### src/logic/reset_stretch.sv
// holds soc_rst for RST_HOLD cycles after the last request
// relies on register initial values for the power-up reset
module reset_stretch #(
	parameter int unsigned RST_HOLD = 16
) (
	input  logic sys_clk,
	input  logic trigger_reset,
	input  logic soft_reset_i,
	output logic soc_rst_o
);
	localparam int CW = $clog2(RST_HOLD + 1);

	// power-up starts as if a request had just arrived
	logic [CW-1:0] count_q = CW'(RST_HOLD);
	logic          soc_rst_q = 1'b1;
	logic          req;

	// external pin or sysctl register write
	assign req = trigger_reset | soft_reset_i;

	always_ff @(posedge sys_clk) begin
		// any new request reloads the full hold time
		if (req)
			count_q <= CW'(RST_HOLD);
		else if (count_q != '0)
			count_q <= count_q - 1'b1;
		soc_rst_q <= req | (count_q != '0);
	end

	assign soc_rst_o = soc_rst_q;

endmodule

### config.mk
export PLATFORM = sky130hd
export DESIGN_NAME = reset_stretch
export DESIGN_NICKNAME = d
export VERILOG_FILES = /design/src/logic/reset_stretch.sv
export SDC_FILE = /design/constraint.sdc
export NUM_CORES = 1
export LEC_CHECK = 0
export ABC_AREA = 0
export BUFFER_PORTS_ARGS = -buffer_cell sky130_fd_sc_hd__buf_4
export CORE_AREA = 2 2 39 41
export CTS_BUF_LIST = sky130_fd_sc_hd__clkbuf_4 sky130_fd_sc_hd__clkbuf_8 sky130_fd_sc_hd__clkbuf_16
export DETAILED_ROUTE_END_ITERATION = 10
export DIE_AREA = 0 0 41 43
export PLACE_DENSITY = 0.43
export SLEW_MARGIN = 20
export SYNTH_ARGS = -nofsm -noshare
export SYNTH_HDL_FRONTEND = slang
export SYNTH_SLANG_ARGS = --single-unit
### constraint.sdc
create_clock -name sys_clk -period 1.71 [get_ports sys_clk]
set_clock_uncertainty 0.15 [all_clocks]
set_input_delay 0.0855 -clock sys_clk [delete_from_list [all_inputs] [get_ports sys_clk]]
set_output_delay 0.0855 -clock sys_clk [all_outputs]
set_load 0.01 [all_outputs]
==> results of run 1 <==
[power groups by stage]
stage          clock network (µW)  logic [µW]  registers, µW
3_5_place_dp                    0        64.7            163
5_1_grt                       141        91.4            163
4_1_cts                       132        69.2            161
3_3_place_gp                    0        64.4            164
2_1_floorplan                   0        48.6            163
6_report                      128        81.5            162
[sequential cells by signal, indices dropped and copies added, names as in the netlist]
| name | flops |
|---|---|
| count_q | 5 |
| soc_rst_o | 1 |
[stage by stage]
step	instance area [µm²]	hold WS (ns)	utilization, %
CTS	360	0.356	26.0
global placement	318	0.123	23.0
detailed placement	318	0.125	23.0
global route	383	0.398	27.7
floorplan	268	0.00436	-
finish	383	0.370	27.7
[cell type report]
class / instances / area, µm² / area share, %
multi-input combinational: 19 / 155 / 40.5
timing repair buffer: 7 / 57.6 / 15.0
inverter: 2 / 7.51 / 1.96
clock buffer: 3 / 22.5 / 5.88
sequential: 6 / 120 / 31.4
tap: 16 / 20.0 / 5.23
[cell usage after synthesis]
library cell / count / share of area (%)
nand2_1: 2 / 2.8
nor3_1: 2 / 3.7
nor2_1: 5 / 7.0
nor3b_1: 1 / 2.8
xnor2_1: 3 / 9.8
dfxtp_1: 6 / 45
or4b_4: 1 / 5.1
a2111oi_2: 1 / 5.6
inv_1: 2 / 2.8
mux2i_1: 1 / 3.7
or3_1: 1 / 2.3
ha_1: 2 / 9.3
[worst paths after layout]
| kind | from | end | slack [ns] |
|---|---|---|---|
| worst max-delay path | count_q[1] | count_q[1] | 0.02 |
| worst min-delay path | count_q[4] | count_q[4] | 0.37 |
| worst max register to register | count_q[1] | count_q[1] | 0.02 |
| worst min register to register | count_q[4] | count_q[4] | 0.37 |
[routing by layer]
layer	vias up	track usage, %	share of wire, %
met3	0	4.71	6.3
met4	0	6.00	0
met5	-	0	0
met1	93	7.14	40
li1	111	-	-
met2	5	7.81	53
[logic make-up after synthesis]
group	share of synthesized area, %
xor+xnor	9.81
flops	44.9
compound gates	5.61
mux	3.74
buf+inv	2.80
fa+ha+maj	9.34
simple gates	23.8
[critical path, cell delays in order, from the launching register on]
cell and delay, ns:
dfxtp_1 0.31, inv_1 0.08, ha_2 0.17, or4b_4 0.51, a2111oi_4 0.36
[repair_timing]
action / CTS / global route
resized for setup: 0 / 3
endpoints found under the setup margin: 0 / 2
hold buffers: 2 / 0
setup buffers: 0 / 1
endpoints found under the hold margin: 4 / 0
==> flow_summary.ini, run 1 <==
[run_status]
status = finished clean

[clocking]
root_buffer = clkbuf_4
tritoncts = built
clock_path_buffers = 2
clkTransAtPathRegs_ns = 0.05
tritoncts_num_sinks = 6
clock_latency_ns = 0.24
htree_num_levels = 1
cts_made_buffers = 3

[global_routing]
grt_pass1_wl_um = 703
antenna_found_initial = 0
grt_pass1_vias = 187
grt-ovfl-total = 0
grtUsageTotal_pct = 6.55
grt_max_degree = 6

[placement]
io_buffers = 3
dpl_worst_slack_ns = 0.0520
place.gp.congestion = 0.726
dp.cells = 47
hpwl_um = 317

[final_layout]
final_cells = 53
antenna_cells = 0
mostFrequentLayoutCells = dfxtp_1, nor2_1, buf_4, xnor2_1, clkbuf_4
final_common_cell = dfxtp_1
area_delta_synth_final_pct = 43.0
drive_above_1_share_pct = 32.4
nets = 44
fillers = 146

[critical_path]
arrival_ns = 1.68
worstRegToRegCells = 4
criticalPathCategory = reg -> reg
crit_fanout = 5
cp.required_ns = 1.70
cp-start-kind = flop
end_kind = flop

[sta]
finalSetupViolations = 0
worstMarginPinSlew_ns = 0.247
drv_slew = 0
fin_ws_ns = 0.0206
hold_violations = 0
clock.fmax_ghz = 0.592
slew_headroom_pct = 83.4
fin_crit_sh_pct = 98.8
finalSetupTns_ns = 0
min_period_ns = 1.69

[detailed_routing]
first_pass_iters = 2
vias_per_cell = 3.94
drc = 0
drt_iter0_markers = 1
wl_per_cell_um = 9.57
wl_um = 507
ant_nets = 0
vias = 209

[synth]
ys_ff_latch = 6
synth_area_um2 = 268
syn_avg_cell_area_um2 = 9.92
syn_nets = 32
ys_seq_area_share_pct = 44.9
netlist_instances = 27
synth_cell_types = 12
yosysWarnings = 0

[power]
power_switching_uw = 93.2
fin_total_pwr_uw = 371
p_comb_share_pct = 22.0
power.share.clock_pct = 34.4
p_leak_uw = 0.000149
pwr-share-seq_pct = 43.6
switching_share_pct = 25.1
power_density_nw_per_um2 = 970
p_int_uw = 278
ir_worst_vdd_mv = 0.361

[job]
drv_cap = 0

[die]
die_x_um = 41
start_util_pct = 19.3
core_um2 = 1380
die_y_um = 43
io_pins = 4
rows = 14
die_area_um2 = 1760

[min_path]
hold_path_class = reg -> reg
hold_depth = 2
(Power assumes the default switching activity.)
==> run 2, diff against run 1 <==
- PLACE_DENSITY: 0.43 -> default
==> flow_summary.ini, run 2 (synthesized netlist as in run 1, its figures left out) <==
[die]
io_pins = 4
die_area_um2 = 1760
die_y_um = 43
core_um2 = 1380
rows = 14
start_util_pct = 19.3
die_x_um = 41

[detailed_routing]
vias_per_cell = 4.12
vias = 214
first_pass_iters = 2
drc = 0
wl_um = 418
wl_per_cell_um = 8.04
ant_nets = 0
drt_iter0_markers = 1

[critical_path]
max_stage_delay_ns = 0.51
criticalPathCategory = reg -> reg
cp-start-kind = flop
crit_fanout = 5
cp.required_ns = 1.67
end_kind = flop
crit_path_end = soc_rst_o
slowest_stage = or4b_4
path_cells = inv_1 > ha_1 > or4b_4 > or3_1
r2r_setup_slack_ns = 0.06
arrival_ns = 1.62
worstRegToRegCells = 4
r2r-end = soc_rst_o
critPathLaunch = count_q[1]
rr_startpoint = count_q[1]

[final_layout]
drive_above_1_share_pct = 25.0
final_area_um2 = 373
top_register = count_q
largest_reg_flops = 5
final_common_cell = dfxtp_1
nets = 43
antenna_cells = 0
mostFrequentLayoutCells = dfxtp_1, nor2_1, buf_4, xnor2_1, clkbuf_4
area_delta_synth_final_pct = 39.3
utilization_pct = 26.9

[power]
p_leak_uw = 0.000146
power_switching_uw = 83.3
pwr-share-seq_pct = 45.4
power.share.clock_pct = 33.6
ir_worst_vdd_mv = 0.363
power_density_nw_per_um2 = 955
switching_share_pct = 23.4
p_int_uw = 273
p_comb_share_pct = 20.9

[clocking]
htree_num_levels = 1
root_buffer = clkbuf_4
cts_made_buffers = 3
clock_path_buffers = 2
clkTransAtPathRegs_ns = 0.04
tritoncts_num_sinks = 6
tritoncts = built
clock_latency_ns = 0.23

[sta]
clock.fmax_ghz = 0.606
fin_ws_ns = 0.0590
drv_slew = 0
worstMarginPinSlew_ns = 0.223
hold_violations = 0
min_period_ns = 1.65
slew_headroom_pct = 85.1
finalSetupTns_ns = 0
finalSetupViolations = 0
whs_ns = 0.376
fin_crit_sh_pct = 96.6

[placement]
hpwl_um = 332
dpl_worst_slack_ns = 0.0558
io_buffers = 3
place.gp.congestion = 0.743
post_dp_cell_area_um2 = 318

[global_routing]
grt-ovfl-total = 0
antenna_found_initial = 0
grt_max_degree = 6
grt_pass1_wl_um = 690
grt_pass1_vias = 211
grtUsageTotal_pct = 6.13

[run_status]
status = finished clean

[job]
drv_cap = 0

[min_path]
hold_path_class = reg -> reg
==> run 2: changes by cell type in the layout (fill, tap and decap cells not counted), sizes merged <==
cell and delta:
buf -1
==> run 2: metrics by stage <==
step	total power, µW	std cells
after floorplan	211	27
after detailed placement	229	47
after global placement	228	47
final	356	52
after CTS	358	52
after global routing	381	52
==> run 2: worst max-delay path, delay by kind of cell (launching register included) <==
kind | cells | cell delay [ns]
simple gates | 2 | 0.83
fa+ha+maj | 1 | 0.15
buf+inv | 1 | 0.08
flops | 1 | 0.32
==> run 2: layout make-up <==
class	count	area, µm²
Clock buffer	3	22.5
Fill cell	147	1010
Inverter	2	7.51
Multi-Input combinational cell	19	153
Sequential cell	6	120
Tap cell	16	20.0
Timing Repair Buffer	6	50.0
==> run 2: how the worst min path moves through the flow <==
| stage | startpoint | end | cells past startpoint |
|---|---|---|---|
| 2_1_floorplan | trigger_reset | count_q[1] | 1 |
| 3_3_place_gp | trigger_reset | count_q[1] | 2 |
| 3_5_place_dp | trigger_reset | count_q[1] | 2 |
| 4_1_cts | count_q[4] | count_q[4] | 2 |
| 5_1_grt | count_q[4] | count_q[4] | 2 |
| 6_report | count_q[4] | count_q[4] | 2 |
==> run 2: what timing repair did <==
action,CTS,global route
buffers inserted,0,0
hold endpoints to repair,4,0
hold buffers,2,0
gates resized for setup,0,1
setup endpoints to repair,0,1
==> run 2: power by group through the flow <==
stage | Clock [µW] | Sequential [µW] | Combinational (µW)
2_1_floorplan | 0 | 163 | 48.6
3_3_place_gp | 0 | 163 | 64.7
3_5_place_dp | 0 | 164 | 64.9
4_1_cts | 127 | 162 | 69.2
5_1_grt | 137 | 163 | 81.1
6_report | 120 | 162 | 74.5
==> run 2: metal layers <==
layer / GRT usage [%] / vias up / wire length [µm]
met2: 8.13 / 3 / 234
met3: 1.57 / 0 / 4
met1: 6.45 / 103 / 179
li1: - / 108 / -
met5: 0 / - / 0
met4: 8.00 / 0 / 0
