### config.mk
export PLATFORM = sky130hd
export DESIGN_NAME = csr_bridge
export DESIGN_NICKNAME = d
export VERILOG_FILES = /design/src/logic/soc_pkg.sv /design/src/logic/csr_bridge.sv
export SDC_FILE = /design/constraint.sdc
export NUM_CORES = 1
export LEC_CHECK = 0
export ABC_AREA = 1
export BUFFER_PORTS_ARGS = -buffer_cell sky130_fd_sc_hd__buf_2
export CELL_PAD_IN_SITES_DETAIL_PLACEMENT = 2
export CELL_PAD_IN_SITES_GLOBAL_PLACEMENT = 2
export CORE_MARGIN = 5
export CORE_UTILIZATION = 23
export CTS_CLUSTER_SIZE = 14
export DETAILED_ROUTE_END_ITERATION = 10
export GPL_ROUTABILITY_DRIVEN = 0
export PLACE_DENSITY = 0.84
export SYNTH_ARGS = -nofsm -noshare
export SYNTH_HDL_FRONTEND = slang
export SYNTH_SLANG_ARGS = --single-unit
### constraint.sdc
create_clock -name sys_clk -period 3.1 [get_ports sys_clk]
set_input_delay 0.155 -clock sys_clk [delete_from_list [all_inputs] [get_ports sys_clk]]
set_output_delay 0.155 -clock sys_clk [all_outputs]
set_load 0.01 [all_outputs]
### src/logic/soc_pkg.sv
// shared bus types, address map and CSR register indexes for the SoC slice
// word-addressed CSR bus, 32-bit Wishbone classic data path only
package soc_pkg;

	// ----------------------------------------------------------
	// bus structs
	// ----------------------------------------------------------
	typedef struct packed {
		logic [31:0] adr;
		logic [31:0] dat;
		logic [3:0]  sel;
		logic        we;
		logic        cyc;
		logic        stb;
	} wb_req_t;

	typedef struct packed {
		logic [31:0] dat;
		logic        ack;
		logic        err;
	} wb_rsp_t;

	// one CSR access, a is the word address
	typedef struct packed {
		logic [13:0] a;
		logic        we;
		logic [31:0] dw;
	} csr_req_t;

	typedef struct packed {
		logic gpio;
		logic timer;
	} irq_vec_t;

	// ----------------------------------------------------------
	// address map and states
	// ----------------------------------------------------------
	// adr[30:28], bit 31 ignored so 0x8 shadows 0x0
	typedef enum logic [2:0] {
		REGION_RAM = 3'd0,
		REGION_CSR = 3'd6
	} region_e;

	typedef enum logic [1:0] {
		BR_IDLE,
		BR_ACCESS,
		BR_RESPOND
	} bridge_state_e;

	// bank number sits in csr a[13:10]
	localparam logic [3:0] CSR_BANK_SYSCTL = 4'd1;
	localparam logic [3:0] CSR_BANK_TIMER  = 4'd2;

	// register index within a bank, csr a[9:0]
	localparam logic [9:0] SYSCTL_REG_GPIO_IN   = 10'd0;
	localparam logic [9:0] SYSCTL_REG_GPIO_OUT  = 10'd1;
	localparam logic [9:0] SYSCTL_REG_IRQ_MASK  = 10'd2;
	localparam logic [9:0] SYSCTL_REG_SYSTEM_ID = 10'd3;
	localparam logic [9:0] SYSCTL_REG_RESET     = 10'd4;
	localparam logic [9:0] TIMER_REG_CONTROL    = 10'd0;
	localparam logic [9:0] TIMER_REG_COMPARE    = 10'd1;
	localparam logic [9:0] TIMER_REG_COUNTER    = 10'd2;

	localparam int GPIO_IN_W  = 32;
	localparam int GPIO_OUT_W = 4;

	// true when the access targets the given bank
	function automatic logic csr_hit(csr_req_t req, logic [3:0] bank);
		return req.a[13:10] == bank;
	endfunction

endpackage
### src/logic/csr_bridge.sv
// Wishbone to CSR bridge, ack two cycles after the request is captured
// sel is not used, CSR writes are always whole words
module csr_bridge (
	input  logic              sys_clk,
	input  logic              soc_rst_i,
	input  soc_pkg::wb_req_t  wb_i,
	input  logic [31:0]       csr_dr_sysctl_i,
	input  logic [31:0]       csr_dr_timer_i,
	output soc_pkg::wb_rsp_t  wb_o,
	output soc_pkg::csr_req_t csr_o
);
	import soc_pkg::*;

	bridge_state_e state_q;

	// captured request
	logic [13:0] a_q;
	logic        we_q;
	logic [31:0] dw_q;
	// read word returned to the master
	logic [31:0] dat_q;

	// ----------------------------------------------------------
	// FSM
	// ----------------------------------------------------------
	always_ff @(posedge sys_clk) begin
		if (soc_rst_i) begin
			state_q <= BR_IDLE;
		end else begin
			case (state_q)
				BR_IDLE:    if (wb_i.cyc & wb_i.stb) state_q <= BR_ACCESS;
				BR_ACCESS:  state_q <= BR_RESPOND;
				// master drops stb while we sit here
				default:    state_q <= BR_IDLE;
			endcase
		end
	end

	// capture and read-back registers
	always_ff @(posedge sys_clk) begin
		if (state_q == BR_IDLE) begin
			// word aligned registers
			a_q  <= wb_i.adr[15:2];
			we_q <= wb_i.we;
			dw_q <= wb_i.dat;
		end
		// banks drive zero unless addressed
		if (state_q == BR_ACCESS)
			dat_q <= csr_dr_sysctl_i | csr_dr_timer_i;
	end

	// write strobe only in the access cycle
	assign csr_o.a  = a_q;
	assign csr_o.we = we_q & (state_q == BR_ACCESS);
	assign csr_o.dw = dw_q;

	assign wb_o.dat = dat_q;
	assign wb_o.ack = (state_q == BR_RESPOND);
	assign wb_o.err = 1'b0;

endmodule

==> impl_results.rst <==
.. list-table::
   :header-rows: 1

   * - Metric
     - Value
   * - Setup repair after global routing missed its margin
     - no
   * - Number of global-route vias before repair
     - between 2000 and 2500
   * - Sw Share
     - 0.2064
   * - Combinational share of power
     - 0.090
   * - Final Max Slew Viols
     - 0
   * - Sum of negative setup slack
     - 0 ns
   * - Routing usage on met1
     - 0.1296
   * - Worst relative slew slack
     - 0.3543
   * - Synthesized instance count
     - roughly 130
   * - Net Count, Synth
     - 263
   * - Layout cells sized above 1
     - 0.5726
   * - Switching pwr
     - 0.5476 mW
   * - Slew @ Worst Pin
     - 0.9671 ns
   * - Placed wire-length estimate
     - 6568 um
   * - Antenna violations before repair
     - 0
   * - Clock buffer count from CTS
     - 9
   * - Distinct cell type count of the synthesized netlist
     - 12
   * - Die Span X
     - roughly 120 um
   * - Worst Path Required
     - 3.05 ns
   * - Detailed-route wire length per cell
     - 16.59 um
   * - Number of DRC violations after detailed-routing iteration 0
     - 50
   * - Startpoint type of the worst setup path
     - register
   * - Wire length of the first global-routing pass
     - 13150 um
   * - Count of yosys warnings during synthesis
     - 0
   * - Count of nets left with antenna violations after detail routing
     - 0
   * - GRT Total Usage
     - 0.1226
   * - Share of the yosys chip area belonging to registers
     - 0.9035
   * - IO buf count
     - 194
   * - Share of total power in sequential cells
     - 0.486
   * - Placed Instances
     - around 460
   * - Most common cell after layout, fill and taps aside
     - sky130_fd_sc_hd__buf_2
   * - Critical path class
     - reg -> reg
   * - Post-CTS Setup Repair Bufs
     - 0
   * - Fin area
     - 4509 um^2
   * - Clock latency of the later-clocked register in the worst-skew pair
     - 0.33 ns
   * - GRT met3 Usage
     - 0.05430
   * - Setup WS post-layout
     - 1.476 ns
   * - Avg Vias per Cell
     - roughly 4
   * - Setup slack at placement
     - 1.432 ns
   * - Initial standard-cell utilization of the core
     - 0.2338
   * - Drt first pass iters
     - 4
   * - Time the final worst path needs with I/O delays and setup
     - 1.624 ns
   * - Standby leakage power
     - 1.955 nW
   * - TritonCTS sink count
     - 81
   * - Drc violations
     - 0
   * - Ratio of total power to cell area
     - 588.4 nW/um^2
   * - Endpoint kind of the worst setup timing path
     - register
   * - Core Area
     - 11420 um^2
   * - Internal power
     - 2.106 mW
   * - Maximum number of pins on one net before global-route repair
     - 48
   * - Post-route clock skew
     - about 0.0065 ns
   * - Total vias in the final route
     - 2040
   * - Area Growth Syn to Fin
     - 68.88%
   * - Maximum clock insertion buffer count
     - 2
   * - Clock-pin slew on the worst setup and hold paths
     - about 0.06 ns
   * - Count of state elements after synthesis
     - 81
   * - Placed Instance Area
     - 3820 um^2
   * - Clk Tree Root Cell
     - sky130_fd_sc_hd__clkbuf_16
   * - Met2 track utilization from global routing
     - 0.2146
   * - GRT busiest layer
     - met2
   * - Site Rows
     - 39
   * - Max Cap Viol
     - 0
   * - Number of failing setup endpoints in the final timing report
     - 0
   * - Tcrit/Tclk final
     - 0.5240
   * - Final-stage net count
     - 504
   * - Total grt overflow
     - 0
   * - Die outline area
     - ~14000 um^2
   * - Post-Syn Area
     - 2670 um^2
   * - Result of the run
     - finished, final reports clean
   * - Detailed Route WL
     - 8545 um
   * - Highest net fanout along the worst path
     - 47
   * - Y dimension of the die
     - 117.7 um
   * - Number of inserted diodes
     - 0
   * - Final hold violation count
     - 0
   * - Count of placed standard cells in the final layout, fillers left out
     - 515
   * - Average instance area after synthesis
     - 21.19 um^2
   * - Most frequent cells in the layout
     - sky130_fd_sc_hd__buf_2 (194), sky130_fd_sc_hd__edfxtp_1 (79), sky130_fd_sc_hd__dlygate4sd3_1 (37), sky130_fd_sc_hd__or2_1 (32), sky130_fd_sc_hd__clkbuf_16 (9)
   * - Crit path arrival time
     - 1.57 ns
   * - Peak ir drop on the vdd network
     - around 0.2 mV
   * - H-Tree Depth
     - 3
   * - Maximum operating frequency
     - roughly 600 MHz
   * - Clock network power share
     - 0.424
   * - Number of top-level design ports
     - approximately 220
   * - Clock tree from TritonCTS
     - built
   * - Min-Delay Path Class
     - in -> reg
   * - Count of fill cells added during filler insertion
     - 1211
-- per-stage QoR --
| step | total power, mW | hold WS, ns | util |
|---|---|---|---|
| 2_1_floorplan | 1.376 | 0.2313 | - |
| 3_3_place_gp | 1.504 | 0.3325 | 0.3345 |
| 3_5_place_dp | 1.521 | 0.3343 | 0.3345 |
| 4_1_cts | 2.696 | 0.0001512 | 0.3940 |
| 5_1_grt | 2.768 | 0.0001642 | 0.3949 |
| 6_report | 2.653 | 0.01549 | 0.3949 |
-- cells by family (layout without fill, tap and decap cells) --
group                  after synthesis  count (layout)  share of synthesized area
buffers and inverters                5             251                   0.008438
AND/OR/NAND/NOR                     39              39                    0.08669
other                                1               1                   0.001404
flip-flops                          81              81                     0.9035
-- layout make-up --
type,count,area (um^2),share of cell area
Sequential cell,81,2412,0.5350
Timing Repair Buffer,231,1341,0.2974
Multi-Input combinational cell,40,242.7,0.05383
Clock buffer,9,225.2,0.04994
Tap cell,143,178.9,0.03968
Clock inverter,7,93.84,0.02081
Inverter,4,15.01,0.003330
-- power groups by stage --
| stage | clock network, mW | registers, mW | logic (mW) |
|---|---|---|---|
| 6_report | 1.12 | 1.29 | 0.239 |
| 5_1_grt | 1.21 | 1.30 | 0.262 |
| 4_1_cts | 1.16 | 1.29 | 0.243 |
| 3_5_place_dp | 0 | 1.32 | 0.205 |
| 3_3_place_gp | 0 | 1.31 | 0.195 |
| 2_1_floorplan | 0 | 1.34 | 0.0315 |
-- synth_stat cells, drive strengths merged --
library cell / instances / area, um^2
and3: 1 / 6.260
inv: 4 / 15.02
nand3: 1 / 5.000
nor3: 1 / 5.000
nor2: 3 / 11.26
edfxtp: 79 / 2372
conb: 1 / 3.750
dfxtp: 2 / 40.04
buf: 1 / 7.510
or2: 32 / 200.2
nand2: 1 / 3.750
-- worst paths after layout --
check                                start         end  slack, ns  cells after the start
worst min register to register  state_q[0]  state_q[1]       0.52                      2
worst min-delay path              wb_i[42]      a_q[1]       0.02                      1
worst max-delay path            state_q[0]    dw_q[13]       1.48                      3
worst max register to register  state_q[0]    dw_q[13]       1.48                      3
-- per-layer routing --
layer / routed length [um] / vias up / part of all wire
met2: 4264 / 136 / 0.50
met5: 0 / - / 0
met4: 119 / 0 / 0.014
met1: 3201 / 952 / 0.37
li1: - / 942 / -
met3: 959 / 10 / 0.11
-- state kept, by name, summed over array words and instances (netlist names) --
register  flops
dw_q         32
we_q          1
a_q          14
dat_q        32
state_q       2
-- repair_timing --
action / CTS / global route
gates resized for setup: 0 / 0
hold buffers: 36 / 1
endpoints found under the hold margin: 36 / 1
-- critical path, cell delays in order (launching register included) --
cell and delay, ns:
sky130_fd_sc_hd__dfxtp_1 0.33, sky130_fd_sc_hd__inv_2 0.09, sky130_fd_sc_hd__nand2_1 0.09, sky130_fd_sc_hd__inv_2 0.70
No activity file was read; power rests on OpenSTA's default activity.
