## config.mk

```make
export PLATFORM = sky130hd
export DESIGN_NAME = sysctl_gpio
export DESIGN_NICKNAME = d
export VERILOG_FILES = /design/src/logic/soc_pkg.sv /design/src/logic/sysctl_gpio.sv
export SDC_FILE = /design/constraint.sdc
export NUM_CORES = 1
export LEC_CHECK = 0
export BUFFER_PORTS_ARGS = -buffer_cell sky130_fd_sc_hd__buf_2
export CAP_MARGIN = 20
export CORE_MARGIN = 1.5
export CORE_UTILIZATION = 51
export CTS_CLUSTER_SIZE = 20
export DETAILED_ROUTE_END_ITERATION = 16
export HOLD_SLACK_MARGIN = 0.05
export PLACE_DENSITY = 0.88
export SYNTH_ARGS = -nofsm -noshare
export SYNTH_HDL_FRONTEND = slang
export SYNTH_SLANG_ARGS = --single-unit
```

## constraint.sdc

```tcl
create_clock -name sys_clk -period 3.6 [get_ports sys_clk]
set_input_delay 0.9 -clock sys_clk [delete_from_list [all_inputs] [get_ports sys_clk]]
set_output_delay 0.9 -clock sys_clk [all_outputs]
set_load 0.01 [all_outputs]
```

## src/logic/soc_pkg.sv

```systemverilog
// shared bus types, address map and CSR register indexes for the SoC slice
// word-addressed CSR bus, 32-bit Wishbone classic data path only
package soc_pkg;

	// ----------------------------------------------------------
	// bus structs
	// ----------------------------------------------------------
	typedef struct packed {
		logic [31:0] adr;
		logic [31:0] dat;
		logic [3:0]  sel;
		logic        we;
		logic        cyc;
		logic        stb;
	} wb_req_t;

	typedef struct packed {
		logic [31:0] dat;
		logic        ack;
		logic        err;
	} wb_rsp_t;

	// one CSR access, a is the word address
	typedef struct packed {
		logic [13:0] a;
		logic        we;
		logic [31:0] dw;
	} csr_req_t;

	typedef struct packed {
		logic gpio;
		logic timer;
	} irq_vec_t;

	// ----------------------------------------------------------
	// address map and states
	// ----------------------------------------------------------
	// adr[30:28], bit 31 ignored so 0x8 shadows 0x0
	typedef enum logic [2:0] {
		REGION_RAM = 3'd0,
		REGION_CSR = 3'd6
	} region_e;

	typedef enum logic [1:0] {
		BR_IDLE,
		BR_ACCESS,
		BR_RESPOND
	} bridge_state_e;

	// bank number sits in csr a[13:10]
	localparam logic [3:0] CSR_BANK_SYSCTL = 4'd1;
	localparam logic [3:0] CSR_BANK_TIMER  = 4'd2;

	// register index within a bank, csr a[9:0]
	localparam logic [9:0] SYSCTL_REG_GPIO_IN   = 10'd0;
	localparam logic [9:0] SYSCTL_REG_GPIO_OUT  = 10'd1;
	localparam logic [9:0] SYSCTL_REG_IRQ_MASK  = 10'd2;
	localparam logic [9:0] SYSCTL_REG_SYSTEM_ID = 10'd3;
	localparam logic [9:0] SYSCTL_REG_RESET     = 10'd4;
	localparam logic [9:0] TIMER_REG_CONTROL    = 10'd0;
	localparam logic [9:0] TIMER_REG_COMPARE    = 10'd1;
	localparam logic [9:0] TIMER_REG_COUNTER    = 10'd2;

	localparam int GPIO_IN_W  = 32;
	localparam int GPIO_OUT_W = 4;

	// true when the access targets the given bank
	function automatic logic csr_hit(csr_req_t req, logic [3:0] bank);
		return req.a[13:10] == bank;
	endfunction

endpackage
```

## src/logic/sysctl_gpio.sv

```systemverilog
// system control CSR bank: GPIO, change interrupt, system ID, soft reset
// gpio_i is asynchronous and goes through two flops before use
module sysctl_gpio #(
	parameter logic [31:0] SYSTEM_ID = 32'h13004D31,
	parameter logic [3:0]  CSR_BANK  = soc_pkg::CSR_BANK_SYSCTL
) (
	input  logic                           sys_clk,
	input  logic                           soc_rst_i,
	input  soc_pkg::csr_req_t              csr_i,
	input  logic [soc_pkg::GPIO_IN_W-1:0]  gpio_i,
	output logic [31:0]                    csr_do_o,
	output logic [soc_pkg::GPIO_OUT_W-1:0] gpio_o,
	output logic                           irq_o,
	output logic                           soft_reset_o
);
	import soc_pkg::*;

	logic [GPIO_IN_W-1:0]  sync1_q, sync2_q, prev_q;
	logic [GPIO_IN_W-1:0]  mask_q;
	logic [GPIO_OUT_W-1:0] gpio_out_q;
	logic                  irq_q;
	logic                  soft_reset_q;
	logic                  hit;
	logic                  wr;
	logic [9:0]            reg_idx;

	assign hit     = csr_hit(csr_i, CSR_BANK);
	assign wr      = hit & csr_i.we;
	assign reg_idx = csr_i.a[9:0];

	// ----------------------------------------------------------
	// input synchroniser, prev_q for edge detect
	// ----------------------------------------------------------
	always_ff @(posedge sys_clk) begin
		sync1_q <= gpio_i;
		sync2_q <= sync1_q;
		prev_q  <= sync2_q;
	end

	always_ff @(posedge sys_clk) begin
		if (soc_rst_i) begin
			gpio_out_q   <= '0;
			mask_q       <= '0;
			irq_q        <= 1'b0;
			soft_reset_q <= 1'b0;
		end else begin
			// any masked bit changed, either direction
			irq_q        <= |((sync2_q ^ prev_q) & mask_q);
			// one-cycle pulse, lands on the bridge ack cycle
			soft_reset_q <= wr && (reg_idx == SYSCTL_REG_RESET);
			if (wr) begin
				case (reg_idx)
					SYSCTL_REG_GPIO_OUT: gpio_out_q <= csr_i.dw[GPIO_OUT_W-1:0];
					SYSCTL_REG_IRQ_MASK: mask_q <= csr_i.dw[GPIO_IN_W-1:0];
					default: ;
				endcase
			end
		end
	end

	// read mux, zero when another bank is addressed
	always_comb begin
		csr_do_o = '0;
		if (hit) begin
			case (reg_idx)
				SYSCTL_REG_GPIO_IN:   csr_do_o = 32'(sync2_q);
				SYSCTL_REG_GPIO_OUT:  csr_do_o = 32'(gpio_out_q);
				SYSCTL_REG_IRQ_MASK:  csr_do_o = 32'(mask_q);
				SYSCTL_REG_SYSTEM_ID: csr_do_o = SYSTEM_ID;
				default:              csr_do_o = '0;
			endcase
		end
	end

	assign gpio_o       = gpio_out_q;
	assign irq_o        = irq_q;
	assign soft_reset_o = soft_reset_q;

endmodule

```

==> impl_results.md <==
* Series of cell instances along the critical path: buf_6 > or4_4 > or3_4 > buf_6 > nor3_4 > buf_4 > buf_6 > a22oi_2 > nor2_1 > buf_2
* Number of iterations in the first detailed-routing pass at 6
* Vias in the first global route at 3546
* Violated checks: setup timing
* Type of destination of the critical path: primary output
* Input/output buffers at 118
* Final weighted congestion in routability-driven placement at approximately 0.79
* NetSw at 798 uW
* GRT Total Usage at roughly 26%
* Cell type with the highest aggregate area in the netlist: sky130_fd_sc_hd__dfxtp_1
* Combined area of all synthesized cells at 0.00444 sq mm
* Final-report hold violation count at 0
* Most frequently used cell type in the post-synthesis netlist: sky130_fd_sc_hd__dfxtp_1
* Unrepaired setup endpoints after global routing: yes
* Top cells by area in the synthesized netlist: sky130_fd_sc_hd__dfxtp_1 (60%), sky130_fd_sc_hd__xor2_1 (6.3%), sky130_fd_sc_hd__a21oi_2 (5.9%)
* Slack of the worst reg-to-reg path at between 2 and 2.5 ns
* Number of buffers created by CTS at 17
* Die area at 0.00928 sq mm
* Synthesized instance count at between 400 and 500
* Peak supply drop at about 0.45 mV
* TritonCTS clock tree: built
* Destination of the worst hold path: sync2_q[16]$_DFF_P_
* Cell variety after synth at 29
* Routed WL per cell at 17.3 um
* Largest fanout of any net on the critical path at 5
* Global-route wire length before repair at ~17000 um
* Switching Fraction at 23.9%
* Std-Cell Rows at 33
* Overall die width at 96.3 um
* Static leakage power at between 0.002 and 0.0025 uW
* Cell-internal power at 2540 uW
* Period Utilization, post-route at 102%
* DR vias at 3554
* Vias/cell at 5.36
* Ratio of cells with drive above 1 in the final layout at 41.2%
* Fraction of synthesis flops using an asynchronous set or reset pin at 0%
* Sequential share of the synthesized area at between 60 and 70%
* Least setup slack across all paths after layout at -0.0881 ns
* CTS root buf: sky130_fd_sc_hd__clkbuf_8
* Minimum period implied by the final worst setup slack at between 3 and 4 ns
* Synth Net Count at 494
* Path category of the worst min-delay check: flop to flop
* Final Skew at 0.00823 ns
* Number of max-cap violations at 0
* Number of antenna violations at the first check in global routing at 0
* Min-delay src: sync1_q[16]$_DFF_P_
* Number of instances on the worst hold path at 0
* Cell at the slowest stage of the critical path: sky130_fd_sc_hd__or4_4
* Worst setup SP type: input port
* Worst-case hold slack at 0.326 ns
* Largest net degree at the start of global routing at 39
* Number of synthesized flops with an enable pin at 0
* Total power at ~3300 uW
* Fin nets at 626
* Leading cell types by count after synthesis: sky130_fd_sc_hd__dfxtp_1 (134), sky130_fd_sc_hd__nand2_1 (56), sky130_fd_sc_hd__a22oi_1 (35)
* Total inserted antenna cells at 0
* Status: complete, but fails checks
* Final Slew Violations at 0
* Core area at around 0.0083 sq mm
* Critical setup path kind: input port to primary output
* Max Clk Rate at 0.271 GHz
* Boundary pin count at roughly 120
* Post-Synthesis Mean Instance Area at 10.8 sq um
* Slew at the pin closest to its max-slew limit at 1.12 ns
* Ys flop type: sky130_fd_sc_hd__dfxtp_1
* Clock power frac at 49.4%
* Cell type with the highest occurrence count on the critical path: sky130_fd_sc_hd__buf_6
* Portion of synthesized cell area occupied by the leading cell type at 60.4%
* Clock Latency Late Sink at just over 0.5 ns
* Initial cell density of the core at roughly 53%
* Clock transition at the registers of the reported paths at 0.06 ns
* Number of remaining DRC errors at 0
* Depth of the worst register-to-register path at 5
* Critical R2R Capture: irq_o$_SDFF_PP0_
* Yosys Warn Count at 0
* Launch instance of the worst register-to-register path: sync2_q[25]$_DFF_P_
* Arrival @ worst endpoint at 2.79 ns
* Chip Height at 96.3 um
* Total number of H-tree levels at 4
* Count of antenna-violating nets left after detailed routing at 0
* Largest stage delay on the critical path at between 0.5 and 0.6 ns
* Number of sinks handled by clock tree synthesis at 134
* Area added between synthesis and finish at 32.3%
* Required arrival time at the worst endpoint at about 2.7 ns
* Remaining Overflow, GRT at 0
* Number of DRC markers after the initial detailed-route iteration at between 150 and 200
* Flops & latches, synth at 134
* Final setup violation count at 18
* Share of the core filled with cells at 70.4%
* Fraction of power consumed by combinational cells at 3.5%
* Max-slew headroom at the worst pin at 25.6%
* Wire length reported by the detailed router at 11400 um
* Cell Pwr Density at 569 mW/mm^2
* Detailed Place HPWL at 7440 um
* Bufs on Longest Clock Path at 2
* Seq pwr share at 47.1%
placed cells by master (no fill, tap or decap), types with 9 or more instances in the layout:
cell / instances
sky130_fd_sc_hd__clkbuf_16: 16
sky130_fd_sc_hd__nor3b_1: 9
sky130_fd_sc_hd__buf_4: 10
sky130_fd_sc_hd__nand2_2: 10
sky130_fd_sc_hd__a21oi_1: 16
sky130_fd_sc_hd__nand2_1: 56
sky130_fd_sc_hd__a22oi_1: 28
sky130_fd_sc_hd__nor2_1: 31
sky130_fd_sc_hd__dfxtp_1: 134
sky130_fd_sc_hd__xor2_1: 32
sky130_fd_sc_hd__a21oi_2: 30
sky130_fd_sc_hd__buf_2: 117
per-layer routing:
metal | vias up | global-route usage (%) | share of wire [%]
li1 | 1678 | - | -
met1 | 1689 | 30.6 | 42
met2 | 165 | 41.7 | 49
met3 | 22 | 7.19 | 7.3
met4 | 0 | 13.5 | 2.0
met5 | - | 0 | 0
state kept, by name, summed over array words and instances (netlist names):
register / flops
gpio_o: 4
mask_q: 32
sync1_q: 32
soft_reset_o: 1
irq_o: 1
sync2_q: 32
prev_q: 32
critical path: cells and delay by family:
kind | cells | cell delay [ns]
AND/OR/NAND/NOR | 4 | 1.19
buffers and inverters | 5 | 0.62
AO/OA/AOI/OAI | 1 | 0.08
cell families after synthesis:
| kind of cell | share of synthesized area, % |
|---|---|
| xor+xnor | 6.31 |
| buf+inv | 2.93 |
| flops | 60.4 |
| mux | 1.58 |
| simple gates | 15.0 |
| compound gates | 13.8 |
timing repair:
item / CTS / global route
hold buffers: 0 / 0
gates resized for setup: 20 / 8
endpoints found under the hold margin: 0 / 0
setup buffers: 1 / 0
cloned: 1 / 0
setup endpoints to repair: 27 / 22
pin swaps: 2 / 7
power by group through the flow:
stage	Clock, uW	Sequential (uW)	Combinational [uW]
final	1650	1580	117
after global routing	1750	1580	127
after detailed placement	0	1610	110
after CTS	1680	1570	114
after global placement	0	1600	107
after floorplan	0	1600	54.4
worst max path at each step:
stage / from / end / slack (ns) / cells after the start
6_report: csr_i[39] / csr_do_o[9] / -0.09 / 10
5_1_grt: csr_i[39] / csr_do_o[9] / -0.16 / 10
4_1_cts: csr_i[39] / csr_do_o[31] / -0.08 / 9
3_5_place_dp: csr_i[39] / csr_do_o[16] / -0.12 / 9
3_3_place_gp: csr_i[39] / csr_do_o[30] / -0.01 / 9
2_1_floorplan: csr_i[39] / csr_do_o[10] / 0.07 / 6
through the flow:
step / TNS, ns / setup slack [ns] / instance area [sq um] / std cells
after floorplan: 0 / 0.0690 / 4440 / 413
after global placement: -0.0397 / -0.0106 / 5150 / 629
final: -0.781 / -0.0881 / 5870 / 663
after CTS: -0.869 / -0.0763 / 5830 / 663
after global routing: -2.12 / -0.162 / 5870 / 663
after detailed placement: -1.17 / -0.119 / 5150 / 629
cell type report:
class	instances	area (sq um)
sequential	134	2680
clock inverter	15	158
timing repair buffer	135	751
multi-input combinational	256	1730
clock buffer	17	414
tap	105	131
fill	609	2470
inverter	1	3.75
No activity file was read; power rests on OpenSTA's default activity.
