### src/logic/soc_pkg.sv
// shared bus types, address map and CSR register indexes for the SoC slice
// word-addressed CSR bus, 32-bit Wishbone classic data path only
package soc_pkg;

	// ----------------------------------------------------------
	// bus structs
	// ----------------------------------------------------------
	typedef struct packed {
		logic [31:0] adr;
		logic [31:0] dat;
		logic [3:0]  sel;
		logic        we;
		logic        cyc;
		logic        stb;
	} wb_req_t;

	typedef struct packed {
		logic [31:0] dat;
		logic        ack;
		logic        err;
	} wb_rsp_t;

	// one CSR access, a is the word address
	typedef struct packed {
		logic [13:0] a;
		logic        we;
		logic [31:0] dw;
	} csr_req_t;

	typedef struct packed {
		logic gpio;
		logic timer;
	} irq_vec_t;

	// ----------------------------------------------------------
	// address map and states
	// ----------------------------------------------------------
	// adr[30:28], bit 31 ignored so 0x8 shadows 0x0
	typedef enum logic [2:0] {
		REGION_RAM = 3'd0,
		REGION_CSR = 3'd6
	} region_e;

	typedef enum logic [1:0] {
		BR_IDLE,
		BR_ACCESS,
		BR_RESPOND
	} bridge_state_e;

	// bank number sits in csr a[13:10]
	localparam logic [3:0] CSR_BANK_SYSCTL = 4'd1;
	localparam logic [3:0] CSR_BANK_TIMER  = 4'd2;

	// register index within a bank, csr a[9:0]
	localparam logic [9:0] SYSCTL_REG_GPIO_IN   = 10'd0;
	localparam logic [9:0] SYSCTL_REG_GPIO_OUT  = 10'd1;
	localparam logic [9:0] SYSCTL_REG_IRQ_MASK  = 10'd2;
	localparam logic [9:0] SYSCTL_REG_SYSTEM_ID = 10'd3;
	localparam logic [9:0] SYSCTL_REG_RESET     = 10'd4;
	localparam logic [9:0] TIMER_REG_CONTROL    = 10'd0;
	localparam logic [9:0] TIMER_REG_COMPARE    = 10'd1;
	localparam logic [9:0] TIMER_REG_COUNTER    = 10'd2;

	localparam int GPIO_IN_W  = 32;
	localparam int GPIO_OUT_W = 4;

	// true when the access targets the given bank
	function automatic logic csr_hit(csr_req_t req, logic [3:0] bank);
		return req.a[13:10] == bank;
	endfunction

endpackage
### src/logic/sys_timer.sv
// compare timer CSR bank, counts sys_clk cycles while enabled
// a CSR write in the match cycle overrides the match update
module sys_timer #(
	parameter logic [3:0] CSR_BANK = soc_pkg::CSR_BANK_TIMER
) (
	input  logic              sys_clk,
	input  logic              soc_rst_i,
	input  soc_pkg::csr_req_t csr_i,
	output logic [31:0]       csr_do_o,
	output logic              irq_o
);
	import soc_pkg::*;

	// control bits
	logic        en_q;
	logic        autorestart_q;
	logic [31:0] compare_q;
	logic [31:0] counter_q;
	logic        irq_q;
	logic        hit;
	logic        wr;
	logic [9:0]  reg_idx;

	assign hit     = csr_hit(csr_i, CSR_BANK);
	assign wr      = hit & csr_i.we;
	assign reg_idx = csr_i.a[9:0];

	always_ff @(posedge sys_clk) begin
		if (soc_rst_i) begin
			en_q          <= 1'b0;
			autorestart_q <= 1'b0;
			compare_q     <= '0;
			counter_q     <= '0;
			irq_q         <= 1'b0;
		end else begin
			irq_q <= 1'b0;
			if (en_q) begin
				// match wraps to zero and fires
				if (counter_q == compare_q) begin
					counter_q <= '0;
					irq_q     <= 1'b1;
					if (!autorestart_q)
						en_q <= 1'b0;
				end else begin
					counter_q <= counter_q + 1'b1;
				end
			end
			// register writes last
			if (wr) begin
				case (reg_idx)
					TIMER_REG_CONTROL: begin
						en_q          <= csr_i.dw[0];
						autorestart_q <= csr_i.dw[1];
					end
					TIMER_REG_COMPARE: compare_q <= csr_i.dw;
					TIMER_REG_COUNTER: counter_q <= csr_i.dw;
					default: ;
				endcase
			end
		end
	end

	// ----------------------------------------------------------
	// read mux
	// ----------------------------------------------------------
	always_comb begin
		csr_do_o = '0;
		if (hit) begin
			case (reg_idx)
				TIMER_REG_CONTROL: csr_do_o = {30'd0, autorestart_q, en_q};
				TIMER_REG_COMPARE: csr_do_o = compare_q;
				TIMER_REG_COUNTER: csr_do_o = counter_q;
				default:           csr_do_o = '0;
			endcase
		end
	end

	assign irq_o = irq_q;

endmodule

### config.mk
export PLATFORM = sky130hd
export DESIGN_NAME = sys_timer
export DESIGN_NICKNAME = d
export VERILOG_FILES = /design/src/logic/soc_pkg.sv /design/src/logic/sys_timer.sv
export SDC_FILE = /design/constraint.sdc
export NUM_CORES = 1
export LEC_CHECK = 0
export BUFFER_PORTS_ARGS = -buffer_cell sky130_fd_sc_hd__buf_2
export CAP_MARGIN = 20
export CELL_PAD_IN_SITES_DETAIL_PLACEMENT = 0
export CELL_PAD_IN_SITES_GLOBAL_PLACEMENT = 2
export CORE_MARGIN = 4
export CORE_UTILIZATION = 25
export CTS_BUF_LIST = sky130_fd_sc_hd__clkbuf_16
export CTS_CLUSTER_DIAMETER = 80
export DETAILED_ROUTE_END_ITERATION = 12
export PLACE_DENSITY_LB_ADDON = 0.1
export SETUP_SLACK_MARGIN = 0.2
export SLEW_MARGIN = 20
export SYNTH_ARGS = -nofsm -noshare
export SYNTH_HDL_FRONTEND = slang
export SYNTH_SLANG_ARGS = --single-unit
### constraint.sdc
create_clock -name sys_clk -period 6.8 [get_ports sys_clk]
set_input_delay 1.36 -clock sys_clk [delete_from_list [all_inputs] [get_ports sys_clk]]
set_output_delay 1.36 -clock sys_clk [all_outputs]
set_load 0.005 [all_outputs]
==> results by group, run 1 <==
Logic synthesis
  • Sequential cell area fraction in the yosys report: between 30 and 40%
  • Mean area per synthesized cell: around 7.6 um2
  • Mapped Cells: roughly 500
  • Post-synth top area share: a little over a third
  • Warnings, synthesis: 0
  • Post-Syn Area: ~3700 um2
  • Unique masters post-synth: 39
  • Asr flop ratio synth: 0%
  • Post-synth top area cell: dfxtp_1
  • Post-synth EDFFs: 0
  • Synth Net Count: 542
  • Flops & latches, synth: 67
  • Synth area leaders: dfxtp_1 (36%), xor2_1 (13%), nand2_1 (11%)
  • Main flop type after synthesis: dfxtp_1

Final layout
  • Post-Layout Inst Area: approximately 4700 um2
  • Final core occ: around a third
  • Seq. cell area: 1340 um2
  • Final #Nets: roughly 600
  • Fill cell total of the finished layout: roughly 1600
  • Area Overhead vs Synth: 25.0%
  • Antenna Cells: 0
  • Share of cells above drive strength 1: between 10% and 20%
  • Multi-input gate area: 2280 um2

Worst setup path
  • Master of the slowest instance on the critical path: nand4_1
  • Critical Path End Type: primary output
  • Most frequent CP cell: buf_2
  • CP max FO: 17
  • CP Class: in2out
  • Critical Path Source Type: primary input
  • WP data arrival: roughly 3600 ps
  • Worst EP required: 5440 ps
  • Worst-path cell chain: buf_2, nor4b_1, nand4_1, buf_4, nor2_1, buf_2
  • Largest stage delay, worst path: approximately 830 ps

Routing
  • Antenna-violating nets left: 0
  • Drt pass-1 iters: 4
  • DRC: 0
  • First DRT Iteration DRCs: ~170
  • Total Wirelength: approximately 14 mm
  • Via/cell ratio: around 4.9
  • Wire length per cell: 18.5 um
  • Routed vias: around 3700

Timing
  • Minimum clock period: roughly 5000 ps
  • Clk_skew: between 7 and 8 ps
  • Slew at the pin closest to its max-slew limit: a little over 1000 ps
  • Slew Limit Fails: 0
  • Fin crit share: 73.1%
  • Hold Fails Final Rpt: 0
  • Peak Freq: about 200 MHz
  • Setup TNS Final: 0 ps
  • Setup WS post-layout: ~1800 ps
  • Final setup viols: 0
  • RSZ-0062 raised after global routing: false
  • Rel. slew slack: approximately a third

CTS
  • H-tree levels: 3
  • Clock sink count: 67
  • Worst-path clk slew: roughly 60 ps
  • CTS tree: done
  • # resized after CTS: 0
  • Hold buffer count at cts: 0
  • Post-CTS Setup Inserts: 0
  • Clock Latency Late Sink: about 350 ps
  • Clock buffer count from CTS: 9
  • Clock buffer depth: 2
  • Clock root cell: clkbuf_16

GRT
  • Tot GR Track Use: ~17%
  • Initial antenna violation count: 0
  • Vias in the first global route: about 3700
  • Global route total overflow: 0
  • Largest net degree at the start of global routing: a little over 40
  • First-pass GRT wire length: 21.8 mm

Floorplanning
  • Die span in y: approximately 130 um
  • Rows: 44
  • Ports: 82
  • Die ar.: around 17000 um2
  • Die width: between 100 and 150 um
  • Starting Density: between 20% and 30%
  • Core area: ~15000 um2

Placed design
  • GP Congestion: 0.791
  • DP Worst Slack: between 1500 and 2000 ps
  • Dpl hpwl: 9.90 mm
  • I/O Buffers: around 80
  • Placement Cell Area: between 4000 and 5000 um2

Worst hold path
  • Worst hold path type: reg2reg

Pwr
  • Worst vdd ir: 112 uV
  • P_leak: between 1.5 and 2 nW
  • PD cells: about 200 nW/um2

Run status
  • Status: complete, no violations

Run
  • Max cap viols: 0
[layout by cell type (no fill, tap or decap), types with 3 or more instances in the layout]
master     instances
nand3_1           11
a21oi_1           34
o21ai_0           20
nor2_1            43
inv_1              6
xnor2_1            8
dfxtp_1           67
a22oi_1           30
buf_2             81
nand4_1           16
nor3_1             8
xor2_1            54
clkbuf_16          9
mux2i_1            3
o21ai_1            7
and3_1             6
o2bb2ai_1          3
nand2_1          106
nor4_1            15
buf_4              9
[critical path, delay by kind of cell]
family	cells	cell delay (ps)
AND/OR/NAND/NOR	3	1500
buffers and inverters	3	740
[routing by layer]
metal / GRT usage, % / up-vias / share of wire, % / routed length, um
li1: - / 1852 / - / -
met1: 23.0 / 1751 / 48 / 6610
met2: 27.5 / 78 / 47 / 6510
met3: 4.13 / 15 / 4.1 / 571
met4: 4.58 / 0 / 1.1 / 155
met5: 0 / - / 0 / 0
[per-stage QoR]
step / power [mW] / hold WS (ps) / std cells
6_report: 0.924 / 483 / 750
5_1_grt: 0.959 / 505 / 750
4_1_cts: 0.940 / 483 / 750
3_5_place_dp: 0.434 / 475 / 734
3_3_place_gp: 0.434 / 472 / 732
2_1_floorplan: 0.410 / 461 / 492
[kinds of logic after synthesis]
family	synth area share (%)
and+or+nand+nor	27.8
AOI/OAI and AO/OA	16.5
DFF	36.0
xor gates and xnor gates	14.6
buffers and inverters	4.00
muxes	0.806
adders and majority gates	0.336
[power by group]
group          switching (mW)  internal, mW  total (mW)
Combinational          0.0197        0.0125      0.0322
Sequential          0.0000170         0.393       0.393
Clock                   0.183         0.316       0.499
[cell type report]
type	count	share of cell area [%]
well taps	184	4.95
flip-flops and latches	67	28.8
inverters	5	0.403
clock buffers	9	4.84
repair buffers	90	10.2
clock inverters	7	1.80
multi-input cells	388	49.0
[state kept, by name (all words and copies together), names as in the netlist]
register,flops
compare_q,32
counter_q,32
en_q,1
irq_o,1
autorestart_q,1
[cell usage after synthesis, drive strengths merged, types with 2 or more instances]
cell and count:
nand2b 2, mux2i 3, nor2 43, nand2 106, nand3 12, o2bb2ai 4
xnor2 8, buf 8, nand4 17, a21oi 34, a311oi 2, and3 6
nor4 16, dfxtp 67, a22oi 30, xor2 54, o21ai 27, inv 5
nor3 11, clkbuf 24, or4 3
[worst paths after layout]
| kind | start | end | slack, ps | depth (start not counted) |
|---|---|---|---|---|
| min reg2reg | compare_q[12] | compare_q[12] | 480 | 2 |
| min | compare_q[12] | compare_q[12] | 480 | 2 |
| max reg2reg | counter_q[15] | counter_q[25] | 4120 | 6 |
| max | csr_i[43] | csr_do_o[0] | 1830 | 6 |
Power figures use the tool's default switching activity.
==> inputs of run 2 (changes only) <==
--- a/config.mk
+++ b/config.mk
@@ -5,6 +5,7 @@
 export SDC_FILE = /design/constraint.sdc
 export NUM_CORES = 1
 export LEC_CHECK = 0
+export ABC_AREA = 1
 export BUFFER_PORTS_ARGS = -buffer_cell sky130_fd_sc_hd__buf_2
 export CAP_MARGIN = 20
 export CELL_PAD_IN_SITES_DETAIL_PLACEMENT = 0
==> constraint.sdc (replaced) <==
create_clock -name sys_clk -period 4.25 [get_ports sys_clk]
set_input_delay 0.85 -clock sys_clk [delete_from_list [all_inputs] [get_ports sys_clk]]
set_output_delay 0.85 -clock sys_clk [all_outputs]
set_load 0.005 [all_outputs]
==> results by group, run 2 <==
Run status
  • Status: complete, no violations

Timing
  • Final setup viols: 0
  • Hold slack: 476 ps
  • Minimum clock period: between 3000 and 4000 ps
  • Slew Limit Fails: 0
  • Clk_skew: ~8 ps
  • Setup TNS Final: 0 ps
  • Slew at the pin closest to its max-slew limit: between 700 and 800 ps
  • Rel. slew slack: between 50% and 60%
  • Peak Freq: ~300 MHz
  • RSZ-0062 raised after global routing: false
  • Hold Fails Final Rpt: 0
  • Fin crit share: between 70% and 80%

Pwr
  • Worst vdd ir: 158 uV
  • PD cells: 260 nW/um2
  • P_leak: 2.10 nW

Final layout
  • Final core occ: approximately 30%
  • Antenna Cells: 0
  • Area Overhead vs Synth: 18.1%
  • Final Instance Count excl. Fillers: between 1000 and 1500
  • Multi-input gate area: roughly 2500 um2
  • Biggest regs: compare_q (32), counter_q (32)
  • Seq. cell area: between 1000 and 1500 um2
  • Share of cells above drive strength 1: between 10 and 15%
  • Fill cell total of the finished layout: 1999
  • Final #Nets: 836
  • Commonest non-fill, non-tap cells in the layout: nand2_1 (228), a21oi_1 (99), inv_1 (88)
  • Commonest non-fill, non-tap cell in the layout: nand2_1

Logic synthesis
  • Unique masters post-synth: 25
  • Synth Net Count: roughly 780
  • Asr flop ratio synth: 0%
  • Most numerous cell in the Yosys netlist: nand2_1
  • Flops & latches, synth: between 60 and 70
  • Post-synth top area cell: dfxtp_1
  • Main flop type after synthesis: dfxtp_1
  • Most frequent cells after synthesis: nand2_1 (228), a21oi_1 (99), inv_1 (86)
  • Mean area per synthesized cell: just over 6 um2
  • Post-synth top area share: a little under a third
  • Post-Syn Area: about 4400 um2
  • Synth area leaders: dfxtp_1 (31%), nand2_1 (20%), a21oi_1 (11%)
  • Mapped Cells: slightly above 700
  • Sequential cell area fraction in the yosys report: between 30 and 40%
  • Warnings, synthesis: 0
  • Post-synth EDFFs: 0

Placed design
  • GP Congestion: just under 0.8
  • Dpl hpwl: 11.3 mm
  • I/O Buffers: 81
  • Placed insts: 1000

Floorplanning
  • Ports: 82
  • Rows: 48
  • Die span in y: 140 um
  • Starting Density: around 25%
  • Die width: 140 um
  • Core area: ~17000 um2
  • Die ar.: ~20000 um2

GRT
  • Initial antenna violation count: 0
  • Vias in the first global route: around 4600
  • First-pass GRT wire length: about 25 mm
  • Largest net degree at the start of global routing: 65
  • Tot GR Track Use: 16.2%
  • Global route total overflow: 0

CTS
  • Clock buffer count from CTS: 9
  • H-tree levels: 3
  • Post-CTS Setup Inserts: 0
  • CTS tree: done
  • Clock buffer depth: 2
  • Clock root cell: clkbuf_16
  • Clock sink count: 67
  • # resized after CTS: 0
  • Hold buffer count at cts: 0
  • Clock Latency Late Sink: ~340 ps
  • Worst-path clk slew: around 60 ps

Worst setup path
  • CP max FO: 32
  • Critical Path Source Type: primary input
  • WP data arrival: 2510 ps
  • Largest stage delay, worst path: between 300 and 400 ps
  • Top delay family on crit path: simple AND/OR/NAND/NOR gates
  • CP Class: in2out
  • Worst EP required: 3400 ps
  • CP Buf/Inv Count: 3
  • Critical Path End Type: primary output
  • Worst-path cell chain: buf_2, or2_4, nor3_4, nand2_1, nor2_2, buf_4, nand2_1, a21oi_1, buf_2
  • Master of the slowest instance on the critical path: buf_4

Routing
  • Drt pass-1 iters: 5
  • First DRT Iteration DRCs: ~250
  • Antenna-violating nets left: 0
  • Wire length per cell: roughly 15 um
  • Via/cell ratio: roughly 4.5
  • Routed vias: about 4600
  • DRC: 0
  • Total Wirelength: ~16 mm

Worst hold path
  • Worst hold path type: reg2reg

Run
  • Max cap viols: 0
==> run 2: cell types whose count changed after synthesis, moves of 15 or more <==
cell | previous run | this run
a21oi_1 | 34 | 99
xnor2_1 | 8 | 25
o21ai_0 | 20 | 40
a22oi_1 | 30 | 0
xor2_1 | 54 | 13
nand3_1 | 11 | 51
inv_1 | 5 | 86
nand2_1 | 106 | 228
nor4_1 | 15 | 0
==> run 2: final cells by class <==
cell class                      instances  area share (%)
Multi-Input combinational cell        533            48.8
Sequential cell                        67            25.9
Timing Repair Buffer                   86            8.55
Inverter                               89            6.45
Tap cell                              225            5.43
Clock buffer                            9            4.35
Clock inverter                          7           0.555
==> run 2: worst paths after layout <==
path,cells past startpoint,slack (ps),start,to
max,9,890,csr_i[42],csr_do_o[16]
min,2,480,compare_q[2],compare_q[2]
max reg2reg,9,1750,counter_q[11],counter_q[29]
min reg2reg,2,480,compare_q[2],compare_q[2]
==> run 2: logic make-up (layout without fill, tap and decap cells) <==
group	count (synthesis)	count (layout)	synth area share [%]
flops	67	67	30.6
xor+xnor	38	38	7.59
compound gates	141	141	16.3
fa+ha+maj	1	1	0.285
buf+inv	126	191	11.8
simple gates	353	353	33.5
==> run 2: stage by stage <==
stage,setup slack [ps],cell area [um2],total power [mW]
global route,654,5180,1.41
CTS,871,5180,1.38
detailed placement,881,4930,0.695
finish,890,5180,1.35
global placement,919,4930,0.695
floorplan,1400,4390,0.661
==> run 2: power breakdown <==
| group | switching, mW | internal, mW |
|---|---|---|
| logic | 0.0309 | 0.0209 |
| registers | 0.0000311 | 0.628 |
| clock network | 0.287 | 0.382 |
==> run 2: worst min-delay path, delay by kind of cell, from the launching register on <==
family                 cells  cell delay, ps
DFF                        1             330
buffers and inverters      1              50
AOI/OAI and AO/OA          1              50
==> run 2: metal layers <==
layer | global-route usage [%] | part of all wire, % | vias up
met3 | 3.31 | 4.5 | 9
li1 | - | - | 2414
met4 | 3.82 | 0.69 | 0
met5 | 0 | 0 | -
met2 | 27.2 | 47 | 81
met1 | 21.5 | 48 | 2083
